`src/pixel_pkg.sv`:
```
package pixel_pkg;

   //////////////////////////////////////////////////////////////////////
   // Colour samples
   //////////////////////////////////////////////////////////////////////

   // Width of one colour channel
   localparam int PIX_W = 4;

   typedef logic [PIX_W-1:0] pixel_t;

   // Upper clamp limit of the filter output
   localparam pixel_t PIX_MAX = pixel_t'(15);

   //////////////////////////////////////////////////////////////////////
   // Laplacian kernel arithmetic
   //////////////////////////////////////////////////////////////////////

   // Holds 8 x 15 down to -(8 x 15) without overflow
   typedef logic signed [8:0] kernel_sum_t;

   // Weight of the centre tap, neighbours weigh -1
   localparam kernel_sum_t CENTRE_GAIN = kernel_sum_t'(8);

endpackage
```
`src/edge_kernel.sv`:
```
module edge_kernel
(
   input  logic              clk_40,
   input  logic              rst_n,
   input  pixel_pkg::pixel_t tap_0,
   input  pixel_pkg::pixel_t tap_1,
   input  pixel_pkg::pixel_t tap_2,
   input  pixel_pkg::pixel_t tap_3,
   input  pixel_pkg::pixel_t tap_4,
   input  pixel_pkg::pixel_t tap_5,
   input  pixel_pkg::pixel_t tap_6,
   input  pixel_pkg::pixel_t tap_7,
   input  pixel_pkg::pixel_t tap_8,
   output pixel_pkg::pixel_t pix
);

   import pixel_pkg::*;

   kernel_sum_t neigh_sum;
   kernel_sum_t centre;
   kernel_sum_t acc;
   pixel_t      clamped;

   always_comb
   begin
      neigh_sum = kernel_sum_t'(tap_0) + kernel_sum_t'(tap_1) + kernel_sum_t'(tap_2)
                + kernel_sum_t'(tap_3) + kernel_sum_t'(tap_5)
                + kernel_sum_t'(tap_6) + kernel_sum_t'(tap_7) + kernel_sum_t'(tap_8);
      centre    = CENTRE_GAIN * kernel_sum_t'(tap_4);
      acc       = centre - neigh_sum;
   end

   // Saturate to the sample range
   always_comb
   begin
      if (acc < 0)
         clamped = '0;
      else if (acc > kernel_sum_t'(PIX_MAX))
         clamped = PIX_MAX;
      else
         clamped = acc[PIX_W-1:0];
   end

   always_ff @(posedge clk_40 or negedge rst_n)
   begin
      if (!rst_n)
         pix <= '0;
      else
         pix <= clamped;
   end

endmodule

```
`config.mk`:
```
export PLATFORM = sky130hd
export DESIGN_NAME = edge_kernel
export DESIGN_NICKNAME = d
export VERILOG_FILES = /design/src/pixel_pkg.sv /design/src/edge_kernel.sv
export SDC_FILE = /design/constraint.sdc
export NUM_CORES = 1
export LEC_CHECK = 0
export BUFFER_PORTS_ARGS = -buffer_cell sky130_fd_sc_hd__clkbuf_2
export CORE_MARGIN = 5
export CORE_UTILIZATION = 45
export CTS_CLUSTER_SIZE = 16
export DETAILED_ROUTE_END_ITERATION = 6
export HOLD_SLACK_MARGIN = 0.15
export MAX_ROUTING_LAYER = met4
export PLACE_DENSITY = 0.75
export SLEW_MARGIN = 20
export SYNTH_ARGS = -nofsm -noshare
export SYNTH_HDL_FRONTEND = slang
export SYNTH_SLANG_ARGS = --single-unit
```
`constraint.sdc`:
```
create_clock -name clk_40 -period 0.95 [get_ports clk_40]
set_input_delay 0.095 -clock clk_40 [delete_from_list [all_inputs] [get_ports clk_40]]
set_output_delay 0.095 -clock clk_40 [all_outputs]
set_load 0.05 [all_outputs]
```
# [Word-level counts from Yosys, hierarchy flattened]
# Cells that the tools add are included.
[classes] n_addsub=8 order_cmp=2 n_mux=2
[op_table] op="adder 9 x 5 -> 9 bit" count=2
[op_table] op="adder 8 x 4 -> 9 bit" count=1
[op_table] op="greater-than comparator 9 x 5 -> 1 bit, second input constant" count=1
[op_table] op="< comparator 9 x 1 -> 1 bit, second input constant" count=1
[op_table] op="subtractor 8 x 9 -> 9 bit" count=1
[op_table] op="adder 7 x 4 -> 8 bit" count=1
[op_table] op="two-way mux 4 bit" count=2
[op_table] op="adder 6 x 4 -> 7 bit" count=1
[op_table] op="adder 5 x 4 -> 6 bit" count=1
[op_table] op="adder 4 x 4 -> 5 bit" count=1
[totals] register_bits=4 in_bits=38 elab_cells=13

# [Longest topological paths before layout]
[logic_depth] depth_word=11 mapped_depth=16 mapped_depth_nobuf=15

# [Worst setup path after synthesis]
# Ideal clock, no wire load.
[synth_path] kind="input -> register" startpoint="in tap_7[3]" endpoint="reg pix[0]" t_arrival_ps=3375 t_required_ps=821 path_slack_ps=-2555 path_stages=15 n_path_buf=1 path_cell_list="inv_1 > fa_1 > inv_1 > fa_1 > inv_1 > fa_1 > inv_1 > fa_1 > inv_1 > ha_1 > buf_2 > or4b_1 > mux2i_1 > a211o_2 > o21ai_1"
[synth_via] elab_chain_len=6
[synth_rtl] element="start, declared" line_no="edge_kernel.sv:12" rtl="input pixel_pkg::pixel_t tap_7,"
[synth_rtl] element="adder 9 x 5 -> 9 bit (*) (2 in series)" line_no="edge_kernel.sv:28" rtl="+ kernel_sum_t'(tap_6) + kernel_sum_t'(tap_7) + kernel_sum_t'(tap_8);"
[synth_rtl] element="subtractor 8 x 9 -> 9 bit (*)" line_no="edge_kernel.sv:30" rtl="acc = centre - neigh_sum;"
[synth_rtl] element="greater-than comparator 9 x 5 -> 1 bit" line_no="edge_kernel.sv:38" rtl="else if (acc > kernel_sum_t'(PIX_MAX))"
[synth_rtl] element="two-way mux 4 bit" line_no="edge_kernel.sv:38"
[synth_rtl] element="two-way mux 4 bit (*)" line_no="edge_kernel.sv:36" rtl="if (acc < 0)"
[synth_rtl] element="via clamped[0]" line_no="edge_kernel.sv:22" rtl="pixel_t clamped;"
[synth_rtl] element="end signal, assigned" line_no="edge_kernel.sv:49" rtl="pix <= clamped;"
[synth_rtl] element="end, declared" line_no="edge_kernel.sv:14" rtl="output pixel_pkg::pixel_t pix"
# Mark *: on every way through the listed nets, which the timed path passes. The rest lies on a longest branch.

# [Worst setup path in the final report]
[layout_path] startpoint="in tap_7[1]" endpoint="reg pix[1]"
# The elaborated chain is that of the path after synthesis.

==> impl_results.md <==
* Fin area at 0.00194 mm^2
* Pre-antenna DRT Iters at 4
* CTS tree: yes
* Root buf cell: clkbuf_4
* Main area contributors after synthesis: fa_1, inv_1, ha_1, dfrtp_1, nor2_1
* Most flop-heavy register: pix
* Crit path to: pix[1]$_DFF_PN0_
* Worst slew margin at 0.730
* Mapped Cells at 163
* Worst Setup Path Type: in2reg
* Port Buffers at 41
* Post-synthesis net count at ~240
* Slew @ Worst Pin at between 0.4 and 0.5 ns
* Final hold viol count at 0
* Tcrit/Tclk final at 3.55
* Leakage power at approximately 1.1 nW
* Max FFs per register at 4
* Critical Path AT at 3.49 ns
* Via Count at 1196
* Initial Util at 0.458
* Synth top area share at 0.367
* Worst VDD drop at roughly 2.5 mV
* Final max-slew violation count at 0
* Most common cell in the netlist: inv_1
* Longest Clk Path Bufs at 2
* Gr usage total at 0.155
* Startpoint Class: primary input
* Largest net degree at the start of global routing at 9
* Top cells by count, synth: inv_1, fa_1, ha_1
* Num CTS Buffers at 3
* Peak Freq at 296 MHz
* Worst Hold Slack at a little over 0.2 ns
* Worst EP required at roughly 1.1 ns
* First-pass GRT wire length at ~5000 um
* Layout area overhead at 42.6%
* Final worst-path setup slack at -2.43 ns
* Syn. warnings at 0
* Placed cell count at between 200 and 300
* Layout cell share with drive strength beyond 1 at 0.422
* Final Non-Filler Cells at roughly 260
* Core ar. at 0.00298 mm^2
* DIE HEIGHT at 65.0 um
* # IOs at between 40 and 50
* Post-synthesis sequential area ratio at 0.0735
* Min cycle time layout at ~3.4 ns
* H-tree Lvls at 1
* Synth Cell Area at around 0.0014 mm^2
* Average routed wire per standard cell at around 11 um
* Yosys reg bits at 4
* Post-synth EDFFs at 0
* Antenna-violating nets left at 0
* Final Power at a little under 8 mW
* Clock Sinks at 4
* Final nets at 303
* DRT Wirelength at about 2900 um
* DIE AREA at roughly 0.0042 mm^2
* Distinct cells, synth at 28
* Vias in the first global route at approximately 1300
* RSZ-0062 raised after global routing: true
* CP Launch Point: tap_7[1]
* Dpl ws at -2.76 ns
* Die Width at between 60 and 70 um
* CP Max Fanout at 4
* Final estimated routing congestion in global placement at 0.860
* GRT overflow at 0
* Critical Path Sink Type: flip-flop
* Largest registers: pix: 4 flops
* Via-per-instance ratio at 4.67
* Total placed instance area at roughly 0.0018 mm^2
* Clk slew on worst S/H paths at roughly 0.030 ns
* Failing checks: setup timing
* Antenna violations before repair at 0
* Starting DRT DRC Count at 20
* Final Setup Violations at 4
* DRC at 0
* Pwr Density at 4050 mW/mm^2
* Hold crit path type: in2async
* Asr flop ratio synth at 1.00
* Largest area contributor in the synthesized netlist: fa_1
* Final core occ at 0.653
* Main synth FF type: dfrtp_1
* HPWL Detailed at approximately 2300 um
* Max cap viols at 0
* Sum of negative setup slack at -9.60 ns
* Syn Area/Cell at roughly 8.4 um^2
* Cell Rows at 20
* Outcome: finished, violations left
* Final antenna diode count at 0
## report_power, final
group	total (mW)	leakage, nW	internal (mW)	switching [mW]
sequential	0.300	0.0456	0.281	0.0191
clock	0.203	0.0138	0.141	0.0623
combinational	7.36	1.02	3.51	3.85
## how the worst min path moves through the flow
stage / endpoint / slack, ns
after global routing: pix[3]$_DFF_PN0_ / 0.20
after CTS: pix[0]$_DFF_PN0_ / 0.20
final: pix[0]$_DFF_PN0_ / 0.20
after floorplan: pix[0]$_DFF_PN0_ / -0.20
after global placement: pix[1]$_DFF_PN0_ / -0.1
after detailed placement: pix[3]$_DFF_PN0_ / -0.1
## cells by family (layout without fill, tap and decap cells)
| kind of cell | Yosys count | after routing | synth area share |
|---|---|---|---|
| xor+xnor | 3 | 3 | 0.0193 |
| buf+inv | 69 | 129 | 0.197 |
| fa+ha+maj | 40 | 40 | 0.505 |
| flops | 4 | 4 | 0.0735 |
| mux | 1 | 1 | 0.00735 |
| simple gates | 20 | 20 | 0.0680 |
| compound gates | 26 | 26 | 0.130 |
## placed cells by master (no fill, tap or decap), types with 2 or more instances in the layout
cell	netlist	routed
xnor2_1	2	2
fa_1	25	22
buf_4	0	16
buf_6	1	4
inv_1	67	56
nor2_1	10	9
a31oi_1	2	2
fa_2	0	3
ha_1	15	10
nor2_2	1	2
a21o_1	2	2
clkbuf_4	0	3
clkbuf_2	0	36
inv_2	0	10
a21oi_1	6	3
ha_4	0	5
a21oi_2	1	4
a211oi_4	0	2
o211ai_1	2	2
nand2_1	5	4
o21ai_0	2	2
o21ai_1	5	4
dfrtp_1	4	4
## layout make-up
cell class,instances,area (um^2)
Fill cell,244,1030
Multi-Input combinational cell,90,1150
Inverter,67,259
Clock buffer,3,22.5
Timing Repair Buffer,59,374
Sequential cell,4,100
Tap cell,33,41.3
## critical path: stages
cell      delay (ns)
buf_6           0.07
inv_2           0.03
fa_1            0.49
fa_1            0.51
fa_1            0.49
inv_1           0.05
fa_1            0.52
inv_2           0.05
ha_4            0.26
o211ai_1        0.17
buf_4           0.20
a211oi_4        0.23
a211oi_4        0.08
nor2_1          0.15
o21ai_1         0.09
## per-layer routing
| layer | part of all wire | wire length [um] | track usage | vias to the layer above |
|---|---|---|---|---|
| met5 | 0 | 0 | - | - |
| met4 | 0.016 | 45 | 0.0389 | 0 |
| met3 | 0.037 | 108 | 0.0173 | 7 |
| met2 | 0.56 | 1610 | 0.295 | 35 |
| met1 | 0.39 | 1120 | 0.172 | 558 |
| li1 | - | - | - | 596 |
## what timing repair did
action                     4_1_cts  5_1_grt
cloned                           0        0
hold buffers                     1        0
gates resized for setup         11       17
pin swaps                       16        9
setup endpoints to repair        4        5
setup buffers                    1        1
hold endpoints to repair         4        0
Note: power is estimated with default switching activity, not from simulation.
