==> config.mk <==
export PLATFORM = sky130hd
export DESIGN_NAME = scan_ctrl
export DESIGN_NICKNAME = d
export VERILOG_FILES = /design/src/scan_pkg.sv /design/src/scan_ctrl.sv
export SDC_FILE = /design/constraint.sdc
export NUM_CORES = 1
export LEC_CHECK = 0
export ABC_AREA = 1
export BUFFER_PORTS_ARGS = -buffer_cell sky130_fd_sc_hd__buf_4
export CAP_MARGIN = 20
export CELL_PAD_IN_SITES_DETAIL_PLACEMENT = 0
export CELL_PAD_IN_SITES_GLOBAL_PLACEMENT = 1
export CORE_ASPECT_RATIO = 1.2
export CORE_UTILIZATION = 50
export CTS_BUF_LIST = sky130_fd_sc_hd__clkbuf_2 sky130_fd_sc_hd__clkbuf_4 sky130_fd_sc_hd__clkbuf_8
export DETAILED_ROUTE_END_ITERATION = 16
export GPL_TIMING_DRIVEN = 0
export PLACE_DENSITY = 0.84
export SYNTH_ARGS = -nofsm -noshare
export SYNTH_HDL_FRONTEND = slang
export SYNTH_SLANG_ARGS = --single-unit
==> constraint.sdc <==
create_clock -name clk_40 -period 3.3 [get_ports clk_40]
set_input_delay 0.165 -clock clk_40 [delete_from_list [all_inputs] [get_ports clk_40]]
set_output_delay 0.165 -clock clk_40 [all_outputs]
set_load 0.01 [all_outputs]
==> src/scan_pkg.sv <==
package scan_pkg;

   //////////////////////////////////////////////////////////////////////
   // Frame sequencing
   //////////////////////////////////////////////////////////////////////

   typedef enum logic [1:0]
   {
      IDLE,
      SCAN,
      DRAIN
   } scan_state_e;

   // Row or column index, includes the virtual last row and column
   typedef logic [9:0] coord_t;

   // Linear pixel address into source or destination memory
   typedef logic [17:0] addr_t;

   // Read, load, kernel register
   localparam int PIPE_DEPTH = 3;

endpackage

==> src/scan_ctrl.sv <==
module scan_ctrl
#(
   parameter int IMG_WIDTH  = 400,
   parameter int IMG_HEIGHT = 300
)
(
   input  logic             clk_40,
   input  logic             rst_n,
   input  logic             start,
   output logic             busy,
   output logic             done,
   output logic             src_rd,
   output scan_pkg::addr_t  src_addr,
   output logic             load,
   output logic             load_virtual,
   output scan_pkg::coord_t load_col,
   output logic             pad_top,
   output logic             pad_left,
   output logic             dst_wr,
   output scan_pkg::addr_t  dst_addr
);

   import scan_pkg::*;

   localparam coord_t LAST_ROW = coord_t'(IMG_HEIGHT);
   localparam coord_t LAST_COL = coord_t'(IMG_WIDTH);

   scan_state_e state;
   coord_t      row;
   coord_t      col;
   addr_t       rd_addr;
   addr_t       wr_addr;
   logic        step;
   logic        in_image;
   logic        res_step;
   logic        last_step;

   logic [PIPE_DEPTH:1]   res_q;
   logic [PIPE_DEPTH:1]   last_q;
   addr_t                 addr_q [PIPE_DEPTH:1];
   logic [PIPE_DEPTH-1:1] top_q;
   logic [PIPE_DEPTH-1:1] left_q;

   // Scan step, one grid position per cycle
   assign step      = (state == SCAN);
   assign in_image  = (row < LAST_ROW) && (col < LAST_COL);
   // Row 0 and column 0 only prime the window
   assign res_step  = step && (row != '0) && (col != '0);
   assign last_step = (row == LAST_ROW) && (col == LAST_COL);

   assign src_rd   = step && in_image;
   assign src_addr = rd_addr;
   assign busy     = (state != IDLE);

   //////////////////////////////////////////////////////////////////////
   // Frame FSM over the extended grid
   //////////////////////////////////////////////////////////////////////

   always_ff @(posedge clk_40 or negedge rst_n)
   begin
      if (!rst_n)
      begin
         state   <= IDLE;
         row     <= '0;
         col     <= '0;
         rd_addr <= '0;
         wr_addr <= '0;
      end
      else
      begin
         case (state)
            IDLE:
            begin
               if (start)
               begin
                  state   <= SCAN;
                  row     <= '0;
                  col     <= '0;
                  rd_addr <= '0;
                  wr_addr <= '0;
               end
            end
            SCAN:
            begin
               if (src_rd)
                  rd_addr <= rd_addr + 1'b1;
               if (res_step)
                  wr_addr <= wr_addr + 1'b1;
               if (col == LAST_COL)
               begin
                  col <= '0;
                  row <= row + 1'b1;
                  if (row == LAST_ROW)
                     state <= DRAIN;
               end
               else
               begin
                  col <= col + 1'b1;
               end
            end
            DRAIN:
            begin
               // Wait for the last result write
               if (done)
                  state <= IDLE;
            end
            default:
            begin
               state <= IDLE;
            end
         endcase
      end
   end

   //////////////////////////////////////////////////////////////////////
   // Per-position delay line to load, window and write stages
   //////////////////////////////////////////////////////////////////////

   always_ff @(posedge clk_40 or negedge rst_n)
   begin
      if (!rst_n)
      begin
         load         <= 1'b0;
         load_virtual <= 1'b0;
         load_col     <= '0;
         res_q        <= '0;
         last_q       <= '0;
         top_q        <= '0;
         left_q       <= '0;
      end
      else
      begin
         // Source data returns one cycle after the read
         load         <= step;
         load_virtual <= step && !in_image;
         load_col     <= col;
         res_q        <= {res_q[PIPE_DEPTH-1:1], res_step};
         last_q       <= {last_q[PIPE_DEPTH-1:1], step && last_step};
         top_q        <= {top_q[PIPE_DEPTH-2:1], row == coord_t'(1)};
         left_q       <= {left_q[PIPE_DEPTH-2:1], col == coord_t'(1)};
      end
   end

   always_ff @(posedge clk_40)
   begin
      addr_q[1] <= wr_addr;
      for (int i = 2; i <= PIPE_DEPTH; i++)
      begin
         addr_q[i] <= addr_q[i-1];
      end
   end

   // Centre row or column 0 sits on the top or left border
   assign pad_top  = top_q[PIPE_DEPTH-1];
   assign pad_left = left_q[PIPE_DEPTH-1];

   assign dst_wr   = res_q[PIPE_DEPTH];
   assign dst_addr = addr_q[PIPE_DEPTH];
   assign done     = last_q[PIPE_DEPTH];

endmodule

* Word level (Yosys, flattened, before mapping)
Memory sizes are Yosys's and may differ from the RTL's.
Index checks and enable logic that the tools add are counted.
** Storage, ports and cells
- Register bits :: 80
- Bits in writable memories :: 54
- Output and inout bits :: 54
- Logic and storage cells :: 64
- Memories kept :: 1
** Operators by class
- Add/sub/neg operators :: 4
- Magnitude comparators :: 2
- Equal/unequal tests :: 12
- Mux-type cells :: 15
- Reductions and logical operators :: 18
** Memory list
- addr_q :: words 3, width 18, rd ports 3, clocked after Yosys merged registers in 0, wr ports 3, line scan_ctrl.sv:40 : addr_t addr_q [PIPE_DEPTH:1];
** Operators with widths (count)
- $pmux 18 s2 :: 2
- $mux 18 :: 3
- $pmux 10 s2 :: 2
- $add 18x1->18 const B :: 2
- $mux 10 :: 3
- $add 10x1->10 const B :: 2
- $eq 10x1->1 const B :: 2
- $eq 10x9->1 const B :: 2
- $lt 10x9->1 const B :: 2
- $reduce_bool 10->1 :: 2
- $reduce_and 3->1 :: 3
- $mux 2 :: 4
- $logic_and 1x1->1 :: 7
- $ne 2x1->1 const B :: 3
- $ne 2x2->1 const B :: 3
- $pmux 2 s3 :: 1
- $reduce_and 4->1 :: 1
- $reduce_bool 2->1 :: 2
- $eq 2x1->1 const B :: 1
- $eq 2x2->1 const B :: 1
- $logic_not 2->1 :: 1
- $reduce_and 2->1 :: 1
- $logic_not 1->1 :: 1

* Longest topological paths before layout
Gate-level depths: netlist of the first run.
- Word-level depth :: 5
- Depth in mapped cells :: 9

* Least setup slack after synthesis of the first run
No wires, ideal clock.
- Kind :: register -> register
- Start point :: reg rd_addr[0] (netlist: src_addr[0])
- End point :: reg rd_addr[16] (netlist: src_addr[16])
- Setup time :: 0.117 ns
- Arrival time :: 1.417 ns
- Data required time :: 3.183 ns
- Path slack :: 1.767 ns
- Cell stages (with the launch flop) :: 9
- Path buffers :: 0
- Cell sequence :: dfrtp_1 ha_1 nand2_1 nor2_1 nand2_1 o21ai_0 nand2_1 nand2_1 nand2_1
** Between the ends
- Cells in the longest elaborated chain, start to end :: 3
** RTL lines
- from (decl) :: line scan_ctrl.sv:31 : addr_t rd_addr;
- from (signal assigned) :: line scan_ctrl.sv:86 : rd_addr <= rd_addr + 1'b1;
- $add 18x1->18 :: line scan_ctrl.sv:86
- $mux 18 :: line scan_ctrl.sv:85 : if (src_rd)
- $pmux 18 s2 :: line scan_ctrl.sv:71 : case (state)
Every way passes these cells. The select of a mux whose other input is x is not followed.
A chain may end at the register's enable or synchronous reset.

* Worst setup path in the final report of the first run
- Start point :: reg col[6]
- End point :: out src_rd
** Between the ends
- Cells in the longest elaborated chain, start to end :: 3
** RTL lines
- from (decl) :: line scan_ctrl.sv:30 : coord_t col;
- from (signal assigned) :: line scan_ctrl.sv:98 : col <= col + 1'b1;
- $lt 10x9->1 :: line scan_ctrl.sv:46 : assign in_image = (row < LAST_ROW) && (col < LAST_COL);
- $logic_and 1x1->1 :: line scan_ctrl.sv:46
- $logic_and 1x1->1 :: line scan_ctrl.sv:51 : assign src_rd = step && in_image;
- to (decl) :: line scan_ctrl.sv:12 : output logic src_rd,
Every way passes these cells.

==> results of run 1 <==
[cell usage after synthesis, types with 4 or more instances]
library cell | instances | area, um^2
nand2_1 | 184 | 691
nor2_1 | 81 | 304
dfrtp_1 | 80 | 2000
nand3_1 | 67 | 335
dfxtp_1 | 54 | 1080
inv_1 | 46 | 173
buf_4 | 20 | 150
nand4_1 | 15 | 93.8
o21ai_0 | 14 | 70.1
xor2_1 | 11 | 96.3
a21oi_1 | 9 | 45.0
ha_1 | 8 | 100
nor3_1 | 8 | 40.0
buf_6 | 5 | 56.3
xnor2_1 | 5 | 43.8
buf_2 | 4 | 20.0
nand2_2 | 4 | 25.0
nor2_2 | 4 | 25.0
or2_2 | 4 | 25.0
[final timing paths]
| path | slack (ps) | depth (start not counted) | to |
|---|---|---|---|
| max | 1240 | 6 | src_rd |
| min in group asynchronous | 170 | 2 | load_col[5] |
| max in group asynchronous | 2540 | 3 | wr_addr[15] |
| min reg2reg | 330 | 0 | addr_q[0][53] |
| max reg2reg | 1550 | 9 | state[0] |
| min | 160 | 6 | row[6] |
[power breakdown]
part | total (mW) | switching (mW) | internal, mW
registers | 1.63 | 0 | 1.63
clock network | 1.33 | 0.640 | 0.685
logic | 0.0256 | 0.0198 | 0.00572
total | 2.98 | 0.660 | 2.32
[per-stage QoR]
stage / cells / total power, mW / hold WS (ps) / util, %
6_report: 877 / 2.98 / 157 / 60.5
5_1_grt: 877 / 3.09 / 169 / 60.5
4_1_cts: 876 / 3.02 / 141 / 60.2
3_5_place_dp: 843 / 1.69 / 312 / 56.6
3_3_place_gp: 843 / 1.69 / 310 / 56.6
2_1_floorplan: 655 / 1.67 / -131 / -
[metal layers]
layer / part of all wire (%) / wire, um / vias to the layer above
li1: - / - / 2238
met1: 45 / 5020 / 2124
met2: 51 / 5710 / 78
met3: 3.4 / 386 / 9
met4: 1.1 / 118 / 0
met5: 0 / 0 / -
[state kept, by name, indices dropped and copies added (netlist names)]
name	flops
addr_q	54
src_addr	18
wr_addr	18
col	10
load_col	10
row	10
last_q	3
res_q	3
left_q	2
state	2
top_q	2
load	1
load_virtual	1
[kinds of logic (layout without fill, tap and decap cells)]
logic type                 count (synthesis)  in the layout
DFF                                      134            134
xor gates and xnor gates                  16             16
AOI/OAI and AO/OA                         34             34
adders and majority gates                  8              8
and+or+nand+nor                          383            383
buffers and inverters                     80            170
[tightest hold or removal path: stages]
cell	delay [ps]
buf_4	100
nand2_4	70
nand2_4	80
nand3_1	60
nand2_1	60
nor2_1	30
[cell type report]
cell class,instances,share of cell area [%]
Timing Repair Buffer,58,6.86
Multi-Input combinational cell,441,32.3
Clock inverter,14,2.25
Inverter,50,2.89
Buffer,30,3.45
Sequential cell,134,46.2
Tap cell,132,2.47
Clock buffer,18,3.62
[repair_timing]
action                     4_1_cts  5_1_grt
setup endpoints to repair        0        0
hold endpoints to repair        80        0
resized for setup                0        0
hold buffers                     1        0
==> run_results.csv, run 1 <==
group,metric,value,unit
timing,layout_min_cycle_time,2060,ps
layout,design.final.nets,743,
route,drtPass1Iterations,5,
grt,pin_count_of_the_biggest_net_entering_global_routing,81,
power,power.static_leakage,3.20,nW
timing,finalHoldViolCount,0,
layout,seqCellArea,3080,um^2
route,ant_nets,0,
floorplan,placeableCoreArea,11000,um^2
grt,grt_pass1_wl,19500,um
route,via_per_inst,5.07,
clock_network,tritoncts,"done",
placement,detailed_place.area,6250,um^2
worst_setup_path,timing.critical_path.from,"col[6]",
floorplan,die_height,119,um
synthesis,number_of_distinct_library_cells_after_synthesis,39,
synthesis,post_synth_fa_ha_maj_area_fraction,1.77,%
synthesis,synthMuxAreaShare,0,%
route,first_iter_violations,160,
synthesis,synth.ff_latch_count,134,
clock_network,numCtsBuffers,17,
clock_network,htree_levels,4,
outcome,outcome,"complete, no violations",
worst_setup_path,timing.critical_path.buf_inv,1,
layout,top_library_cells_by_usage_in_the_layout_fill_and_taps_aside,"nand2_1 (184), nor2_1 (81), dfrtp_1 (80)",
synthesis,simple_gate_fraction_of_synth_area,30.4,%
clock_network,clock_tree.root_cell,"clkbuf_8",
grt,globalRouteMet2Util,34.7,%
clock_network,clk_pin_slew_worst_paths,90,ps
job,maxCapViolations,0,
worst_setup_path,cpMaxStageDelayCell,"dfrtp_1",
synthesis,synth_top_family_by_area,"simple AND/OR/NAND/NOR gates",
clock_network,cts_setup_buffers,0,
grt,global_route.overflow_total,0,
worst_setup_path,setup.worst_path.class,"flop to primary output",
timing,max_slew.worst_pin.slew,641,ps
layout,final_common_cell,"nand2_1",
timing,setup_viol_count_final,0,
power,vdd.ir_drop.worst,242,uV
power,power.density_cell_area,447,nW/um^2
floorplan,die_ar,11800,um^2
layout,area_delta_synth_final,17.9,%
timing,fmax_achieved,0.486,GHz
synthesis,synth_top_flop_cell,"dfrtp_1",
timing,finalWorstSetupSlack,1240,ps
worst_setup_path,crit_path_max_fanout,8,
placement,place.gp.congestion,0.873,
floorplan,boundaryPins,57,
worst_setup_path,crit_family,"simple AND/OR/NAND/NOR gates",
worst_setup_path,critical_path.most_common_cell,"nand2_1",
clock_network,clkSinkCount,134,
floorplan,die_x,99.1,um
worst_setup_path,r2r_start,"col[0]",
worst_setup_path,cp_cell_sequence,"nor2_2 -> nand2_1 -> nand2_1 -> nand3b_1 -> nor2_4 -> buf_4",
synthesis,synthesis.area,5660,um^2
clock_network,cts_max_path_buffers,2,
layout,insertedDiodeCount,0,
timing,setup_repair_after_global_routing_missed_its_margin,"false",
grt,grtUsageMet1,27.5,%
placement,place_ws,1540,ps
route,num_vias,4449,
grt,antenna_found_initial,0,
synthesis,synth-edff-count,0,
layout,fin_area,6680,um^2
worst_setup_path,critical_path_arrival,1890,ps
synthesis,synth_fp_nets,666,
worst_setup_path,timing.critical_path.slowest_cell_delay,480,ps
grt,global_route.usage.met3,4.44,%
placement,io_buffer_count,56,
grt,grt_resource_usage_total,21.1,%
worst_setup_path,crit_path_start_kind,"flop",
layout,multi_input_gate_area_in_the_final_layout,2150,um^2
route,drt-wirelength-per-cell,12.8,um
worst_hold_path,worst_hold_path_type,"input pin to flop",
layout,drive_gt1_share,19.6,%
clock_network,clock_latency,440,ps
synthesis,postSynthCellCount,655,
worst_setup_path,cp.required,3130,ps
route,drt_drc_violations_left,0,
floorplan,effective_utilization_at_floorplan,51.3,%
timing,slew_margin_rel,57.3,%
grt,first_global_vias,4166,
worst_setup_path,crit_path_end_kind,"primary output",
worst_hold_path,startpoint_of_the_most_critical_hold_path,"start",
synthesis,synth_compound_area_share,3.45,%
synthesis,synth_xor_area_share,2.48,%
floorplan,std_cell_rows,42,
grt,globalRoute.busiestLayer,"met2",
timing,fin_skew,15.1,ps
timing,period_share,62.3,%
synthesis,ys_seq_area_share,54.5,%
timing,finalSetupTns,0,ps
synthesis,synth_area_per_cell,8.64,um^2
timing,report.final.slew_viol_count,0,
layout,num-fill-cells,993,
route,finalWirelength,11200,um
placement,dpl.hpwl,7900,um
synthesis,yosys_warnings,0,
synthesis,ys_async_sr_fraction,59.7,%
Power figures use the tool's default switching activity.
==> inputs of run 2 (changes only) <==
--- a/config.mk
+++ b/config.mk
@@ -11,11 +11,11 @@
 export CELL_PAD_IN_SITES_DETAIL_PLACEMENT = 0
 export CELL_PAD_IN_SITES_GLOBAL_PLACEMENT = 1
 export CORE_ASPECT_RATIO = 1.2
-export CORE_UTILIZATION = 50
+export CORE_UTILIZATION = 46
 export CTS_BUF_LIST = sky130_fd_sc_hd__clkbuf_2 sky130_fd_sc_hd__clkbuf_4 sky130_fd_sc_hd__clkbuf_8
 export DETAILED_ROUTE_END_ITERATION = 16
 export GPL_TIMING_DRIVEN = 0
-export PLACE_DENSITY = 0.84
+export PLACE_DENSITY = 0.78
 export SYNTH_ARGS = -nofsm -noshare
 export SYNTH_HDL_FRONTEND = slang
 export SYNTH_SLANG_ARGS = --single-unit
==> constraint.sdc (replaced) <==
create_clock -name clk_40 -period 2.05 [get_ports clk_40]
set_input_delay 0.1025 -clock clk_40 [delete_from_list [all_inputs] [get_ports clk_40]]
set_output_delay 0.1025 -clock clk_40 [all_outputs]
set_load 0.01 [all_outputs]
==> run 2 against run 1 <==
Setup slack worse by 1100 ps. Worst hold slack worse by 40 ps. Register-to-register slack lost 1300 ps. Cell count increased by 3.4%. Clock skew is essentially flat. Sequential power increased by 61%. Via count down 2.0%. Sequential cell count is the same. Sequential share of layout area shrank 0.41 points. Wire length grew 2.9%. Global-route usage shrank 1.2 points. Largest cell class unchanged. Highest routed layer unchanged.
==> run_results.csv, run 2 (same netlist as run 1, synthesis figures left out) <==
group,metric,value,unit
worst_setup_path,setup.worst_path.class,"flop to primary output",
clock_network,cts_max_path_buffers,2,
layout,num-fill-cells,1097,
floorplan,die_x,103,um
layout,final_common_cell,"nand2_1",
route,drt-wirelength-per-cell,12.7,um
layout,top_library_cells_by_usage_in_the_layout_fill_and_taps_aside,"nand2_1 (184), nor2_1 (80), dfrtp_1 (80)",
timing,finalSetupTns,0,ps
power,power.static_leakage,3.21,nW
route,first_iter_violations,168,
placement,place_ws,281,ps
floorplan,boundaryPins,57,
grt,antenna_found_initial,0,
route,finalWirelength,11600,um
timing,finalWorstSetupSlack,161,ps
worst_setup_path,cp.required,1950,ps
worst_hold_path,worst_hold_path_type,"input pin to async pin",
route,ant_nets,0,
layout,largest_register_ffs,54,
power,power.density_cell_area,719,nW/um^2
floorplan,die_height,124,um
timing,setup_repair_after_global_routing_missed_its_margin,"false",
clock_network,numCtsBuffers,17,
worst_setup_path,crit_path_max_fanout,8,
power,clock_power_share,44.9,%
clock_network,clock_tree.root_cell,"clkbuf_8",
power,internal_power,3.77,mW
placement,io_buffer_count,56,
worst_setup_path,r2r_cells,8,
timing,period_share,92.1,%
placement,place.gp.congestion,0.868,
timing,setup_viol_count_final,0,
worst_setup_path,timing.reg2reg.setup_slack,230,ps
clock_network,clock_latency,440,ps
timing,layout_min_cycle_time,1890,ps
worst_setup_path,critical_path_arrival,1790,ps
power,seq_power_share,54.2,%
layout,design.final.nets,744,
grt,global_route.overflow_total,0,
route,drt_drc_violations_left,0,
job,maxCapViolations,0,
timing,finalHoldViolCount,0,
grt,grt_resource_usage_total,19.9,%
floorplan,die_ar,12800,um^2
worst_setup_path,cpMaxStageDelayCell,"dfrtp_1",
clock_network,htree_levels,4,
floorplan,effective_utilization_at_floorplan,46.9,%
outcome,outcome,"complete, no violations",
layout,drive_gt1_share,19.8,%
timing,max_slew.worst_pin.slew,657,ps
floorplan,std_cell_rows,44,
worst_setup_path,crit_path_start_kind,"flop",
power,switchingPower,1.07,mW
worst_setup_path,r2r_start,"src_addr[0]",
floorplan,placeableCoreArea,12100,um^2
layout,max_flop_register,"addr_q",
clock_network,tritoncts,"done",
clock_network,clkSinkCount,134,
route,drtPass1Iterations,4,
worst_setup_path,crit_path_end_kind,"primary output",
power,comb_power_share,0.9,%
worst_setup_path,worstReg2RegEnd,"src_addr[16]",
power,switching_share,22.0,%
power,vdd.ir_drop.worst,406,uV
route,via_per_inst,4.80,
timing,slew_margin_rel,56.2,%
placement,dpl.hpwl,7990,um
worst_setup_path,timing.critical_path.slowest_cell_delay,480,ps
grt,pin_count_of_the_biggest_net_entering_global_routing,81,
layout,insertedDiodeCount,0,
route,num_vias,4358,
grt,grt_pass1_wl,19200,um
timing,fin_skew,14.7,ps
timing,report.final.slew_viol_count,0,
timing,fmax_achieved,0.529,GHz
worst_setup_path,cp_cell_sequence,"nor2_4 -> nand2_1 -> nand2_1 -> nand3b_1 -> nor2_4 -> buf_4",
layout,area_delta_synth_final,19.0,%
clock_network,clk_pin_slew_worst_paths,70,ps
grt,first_global_vias,4019,
[run 2: cell count changes in the layout (fill, tap and decap cells not counted)]
cell,before,now
buf_4,76,77
clkinv_2,3,2
nor2_1,81,80
clkinv_4,5,4
nor2_4,1,2
clkbuf_8,17,18
inv_6,3,4
[run 2: power by group through the flow]
stage | sequential [mW] | combinational (mW) | clock [mW]
6_report | 2.63 | 0.0417 | 2.18
5_1_grt | 2.62 | 0.0505 | 2.35
4_1_cts | 2.62 | 0.0384 | 2.24
3_5_place_dp | 2.68 | 0.0367 | 0
3_3_place_gp | 2.68 | 0.0361 | 0
2_1_floorplan | 2.68 | 0.00000224 | 0
[run 2: per-layer routing]
metal,vias to the layer above,track usage [%],routed length [um],share of wire (%)
met1,2018,24.7,5280,46
li1,2231,-,-,-
met2,84,33.2,5680,49
met3,25,4.58,344,3.0
met5,-,0,0,0
met4,0,8.36,262,2.3
[run 2: worst max-delay path by stage]
stage	endpoint	depth (start not counted)	start	slack (ps)
after floorplan	src_addr[16]	8	src_addr[0]	520
after global placement	src_addr[16]	8	src_addr[0]	280
after detailed placement	src_addr[16]	8	src_addr[0]	280
after CTS	src_rd	6	col[6]	80
after global routing	src_rd	6	col[6]	8
final	src_rd	6	col[6]	160
[run 2: repair_timing]
| item | CTS | global route |
|---|---|---|
| pin swaps | 1 | 0 |
| resized for setup | 0 | 2 |
| endpoints found under the hold margin | 80 | 0 |
| gates cloned | 0 | 0 |
| buffers inserted | 1 | 0 |
| endpoints found under the setup margin | 1 | 1 |
| hold buffers | 1 | 0 |
[run 2: worst max-delay path: cells and delay by family, from the launching register on]
family                 cells  cell delay [ps]
DFF                        1              480
buffers and inverters      1              140
and+or+nand+nor            5              720
[run 2: cell type report]
class | count | area, um^2 | area share, %
clock buffers | 19 | 255 | 3.79
well taps | 161 | 201 | 2.99
flip-flops and latches | 134 | 3080 | 45.8
inverters | 50 | 193 | 2.86
clock inverters | 13 | 145 | 2.15
plain buffers | 30 | 230 | 3.42
multi-input cells | 441 | 2160 | 32.1
repair buffers | 59 | 465 | 6.91
[run 2: per-stage QoR]
stage	hold WS, ps	power [mW]	cells	utilization [%]	cell area (um^2)
floorplan	-193	2.68	655	-	5660
global placement	310	2.72	872	52.1	6280
detailed placement	312	2.72	872	52.1	6280
CTS	97.5	4.91	906	55.6	6700
global route	134	5.02	907	55.9	6740
finish	117	4.84	907	55.9	6740
==> inputs of run 3 (changes only) <==
--- a/config.mk
+++ b/config.mk
@@ -10,7 +10,7 @@
 export CAP_MARGIN = 20
 export CELL_PAD_IN_SITES_DETAIL_PLACEMENT = 0
 export CELL_PAD_IN_SITES_GLOBAL_PLACEMENT = 1
-export CORE_ASPECT_RATIO = 1.2
+export CORE_ASPECT_RATIO = 0.7
 export CORE_UTILIZATION = 46
 export CTS_BUF_LIST = sky130_fd_sc_hd__clkbuf_2 sky130_fd_sc_hd__clkbuf_4 sky130_fd_sc_hd__clkbuf_8
 export DETAILED_ROUTE_END_ITERATION = 16
==> run 3 against run 2 <==
Final area decreased by 0.54%. Wire length grew 6.9%. Worst hold slack lost 14 ps. First-iteration DRC count rose by 60%. Global-route usage rose by 1.0 points. Sequential power about the same. Clock skew grew 0.59 ps. Via count up 2.1%. Maximum frequency down 2.9%. Critical path depth did not move. Sequential cell count did not move.
==> run_results.csv, run 3 (same netlist as run 1, synthesis figures left out) <==
group,metric,value,unit
outcome,outcome,"complete, no violations",
timing,finalSetupTns,0,ps
grt,antenna_found_initial,0,
layout,final_cell_count_no_fill,903,
placement,place_ws,230,ps
timing,fin_skew,15.3,ps
layout,top_library_cells_by_usage_in_the_layout_fill_and_taps_aside,"nand2_1 (184), nor2_1 (81), dfrtp_1 (78)",
layout,final_common_cell,"nand2_1",
worst_setup_path,setup.worst_path.class,"flop to primary output",
floorplan,boundaryPins,57,
floorplan,placeableCoreArea,11900,um^2
placement,dp.cells,868,
timing,setup_viol_count_final,0,
layout,drive_gt1_share,20.0,%
floorplan,effective_utilization_at_floorplan,47.8,%
timing,setup_repair_after_global_routing_missed_its_margin,"false",
route,via_per_inst,4.93,
grt,pin_count_of_the_biggest_net_entering_global_routing,81,
power,vdd.ir_drop.worst,375,uV
placement,place.gp.congestion,0.888,
route,first_iter_violations,268,
route,drt_drc_violations_left,0,
route,drt-wirelength-per-cell,13.7,um
worst_setup_path,crit_path_start_kind,"flop",
worst_setup_path,timing.critical_path.from,"col[6]",
clock_network,numCtsBuffers,17,
worst_setup_path,r2r_start,"col[0]",
layout,insertedDiodeCount,0,
power,design_power_total,4.73,mW
layout,area_delta_synth_final,18.3,%
clock_network,tritoncts,"done",
route,ant_nets,0,
route,finalWirelength,12400,um
timing,slew_margin_rel,59.1,%
worst_setup_path,cp.required,1950,ps
job,maxCapViolations,0,
clock_network,clock_tree.root_cell,"clkbuf_8",
clock_network,clkSinkCount,134,
placement,dpl.hpwl,8600,um
timing,layout_min_cycle_time,1940,ps
timing,fmax_achieved,0.514,GHz
power,power.static_leakage,3.20,nW
clock_network,clk_pin_slew_worst_paths,80,ps
timing,finalWorstSetupSlack,105,ps
floorplan,die_x,135,um
worst_hold_path,worst_hold_path_type,"input pin to flop",
floorplan,die_ar,12800,um^2
timing,hold-worst-slack,103,ps
placement,io_buffer_count,56,
worst_hold_path,startpoint_of_the_most_critical_hold_path,"start",
grt,global_route.overflow_total,0,
power,power.density_cell_area,706,nW/um^2
timing,finalHoldViolCount,0,
worst_setup_path,critical_path_arrival,1840,ps
grt,grt_pass1_wl,20300,um
clock_network,cts_max_path_buffers,2,
timing,report.final.slew_viol_count,0,
clock_network,clock_latency,440,ps
clock_network,htree_levels,4,
layout,max_flop_register,"addr_q",
floorplan,std_cell_rows,33,
grt,first_global_vias,3961,
route,drtPass1Iterations,5,
worst_setup_path,crit_path_max_fanout,8,
layout,design.final.nets,744,
timing,max_slew.worst_pin.slew,614,ps
grt,grt_resource_usage_total,20.9,%
worst_setup_path,crit_path_end_kind,"primary output",
layout,largest_register_ffs,54,
floorplan,die_height,94.8,um
timing,period_share,94.9,%
route,num_vias,4448,
-- run 3: cell count changes in the layout (fill, tap and decap cells not counted) --
cell,change
bufinv_16,-2
clkbuf_4,-1
clkinv_2,-2
clkinv_4,-2
dfrtp_1,-2
dfrtp_2,+2
inv_4,+1
inv_6,+2
inv_8,+4
nor2_1,+1
nor2_4,-1
-- run 3: through the flow --
| step | util (%) | area (um^2) |
|---|---|---|
| after global routing | 56.5 | 6700 |
| after detailed placement | 53.0 | 6280 |
| after global placement | 53.0 | 6280 |
| after floorplan | - | 5660 |
| final | 56.5 | 6700 |
| after CTS | 56.3 | 6670 |
-- run 3: area by class of cell --
type,instances,area [um^2]
Timing Repair Buffer,59,465
Fill cell,1119,5150
Multi-Input combinational cell,441,2150
Clock inverter,14,126
Inverter,50,193
Clock buffer,18,248
Tap cell,157,196
Buffer,30,230
Sequential cell,134,3090
-- run 3: worst max-delay path, cell delays in order, from the launching register on --
cell	delay [ps]
dfrtp_2	460
nor2_2	190
nand2_1	80
nand2_1	140
nand3b_1	170
nor2_4	210
buf_4	150
-- run 3: repair_timing --
item / in CTS / in global routing
hold endpoints to repair: 80 / 0
setup buffers: 1 / 0
endpoints found under the setup margin: 1 / 1
hold buffers: 1 / 0
pin swaps: 1 / 0
resized for setup: 0 / 2
-- run 3: per-layer routing --
metal,global-route usage [%],vias to the layer above,share of wire (%),wire length (um)
met4,6.46,0,1.0,129
met2,29.8,103,42,5230
li1,-,2235,-,-
met3,5.15,13,4.8,593
met5,0,-,0,0
met1,31.1,2097,52,6400
-- run 3: worst paths after layout --
kind	slack, ps	depth (start not counted)	end
max	110	6	src_rd
min	100	6	row[6]
max reg2reg	220	9	state[0]
min reg2reg	330	0	addr_q[0][63]
max in group asynchronous	1330	3	wr_addr[14]
min in group asynchronous	120	2	load
-- run 3: power by group --
group	internal [mW]	total, mW	switching, mW
sequential	2.62	2.62	0
combinational	0.00920	0.0420	0.0328
clock	0.924	2.06	1.14
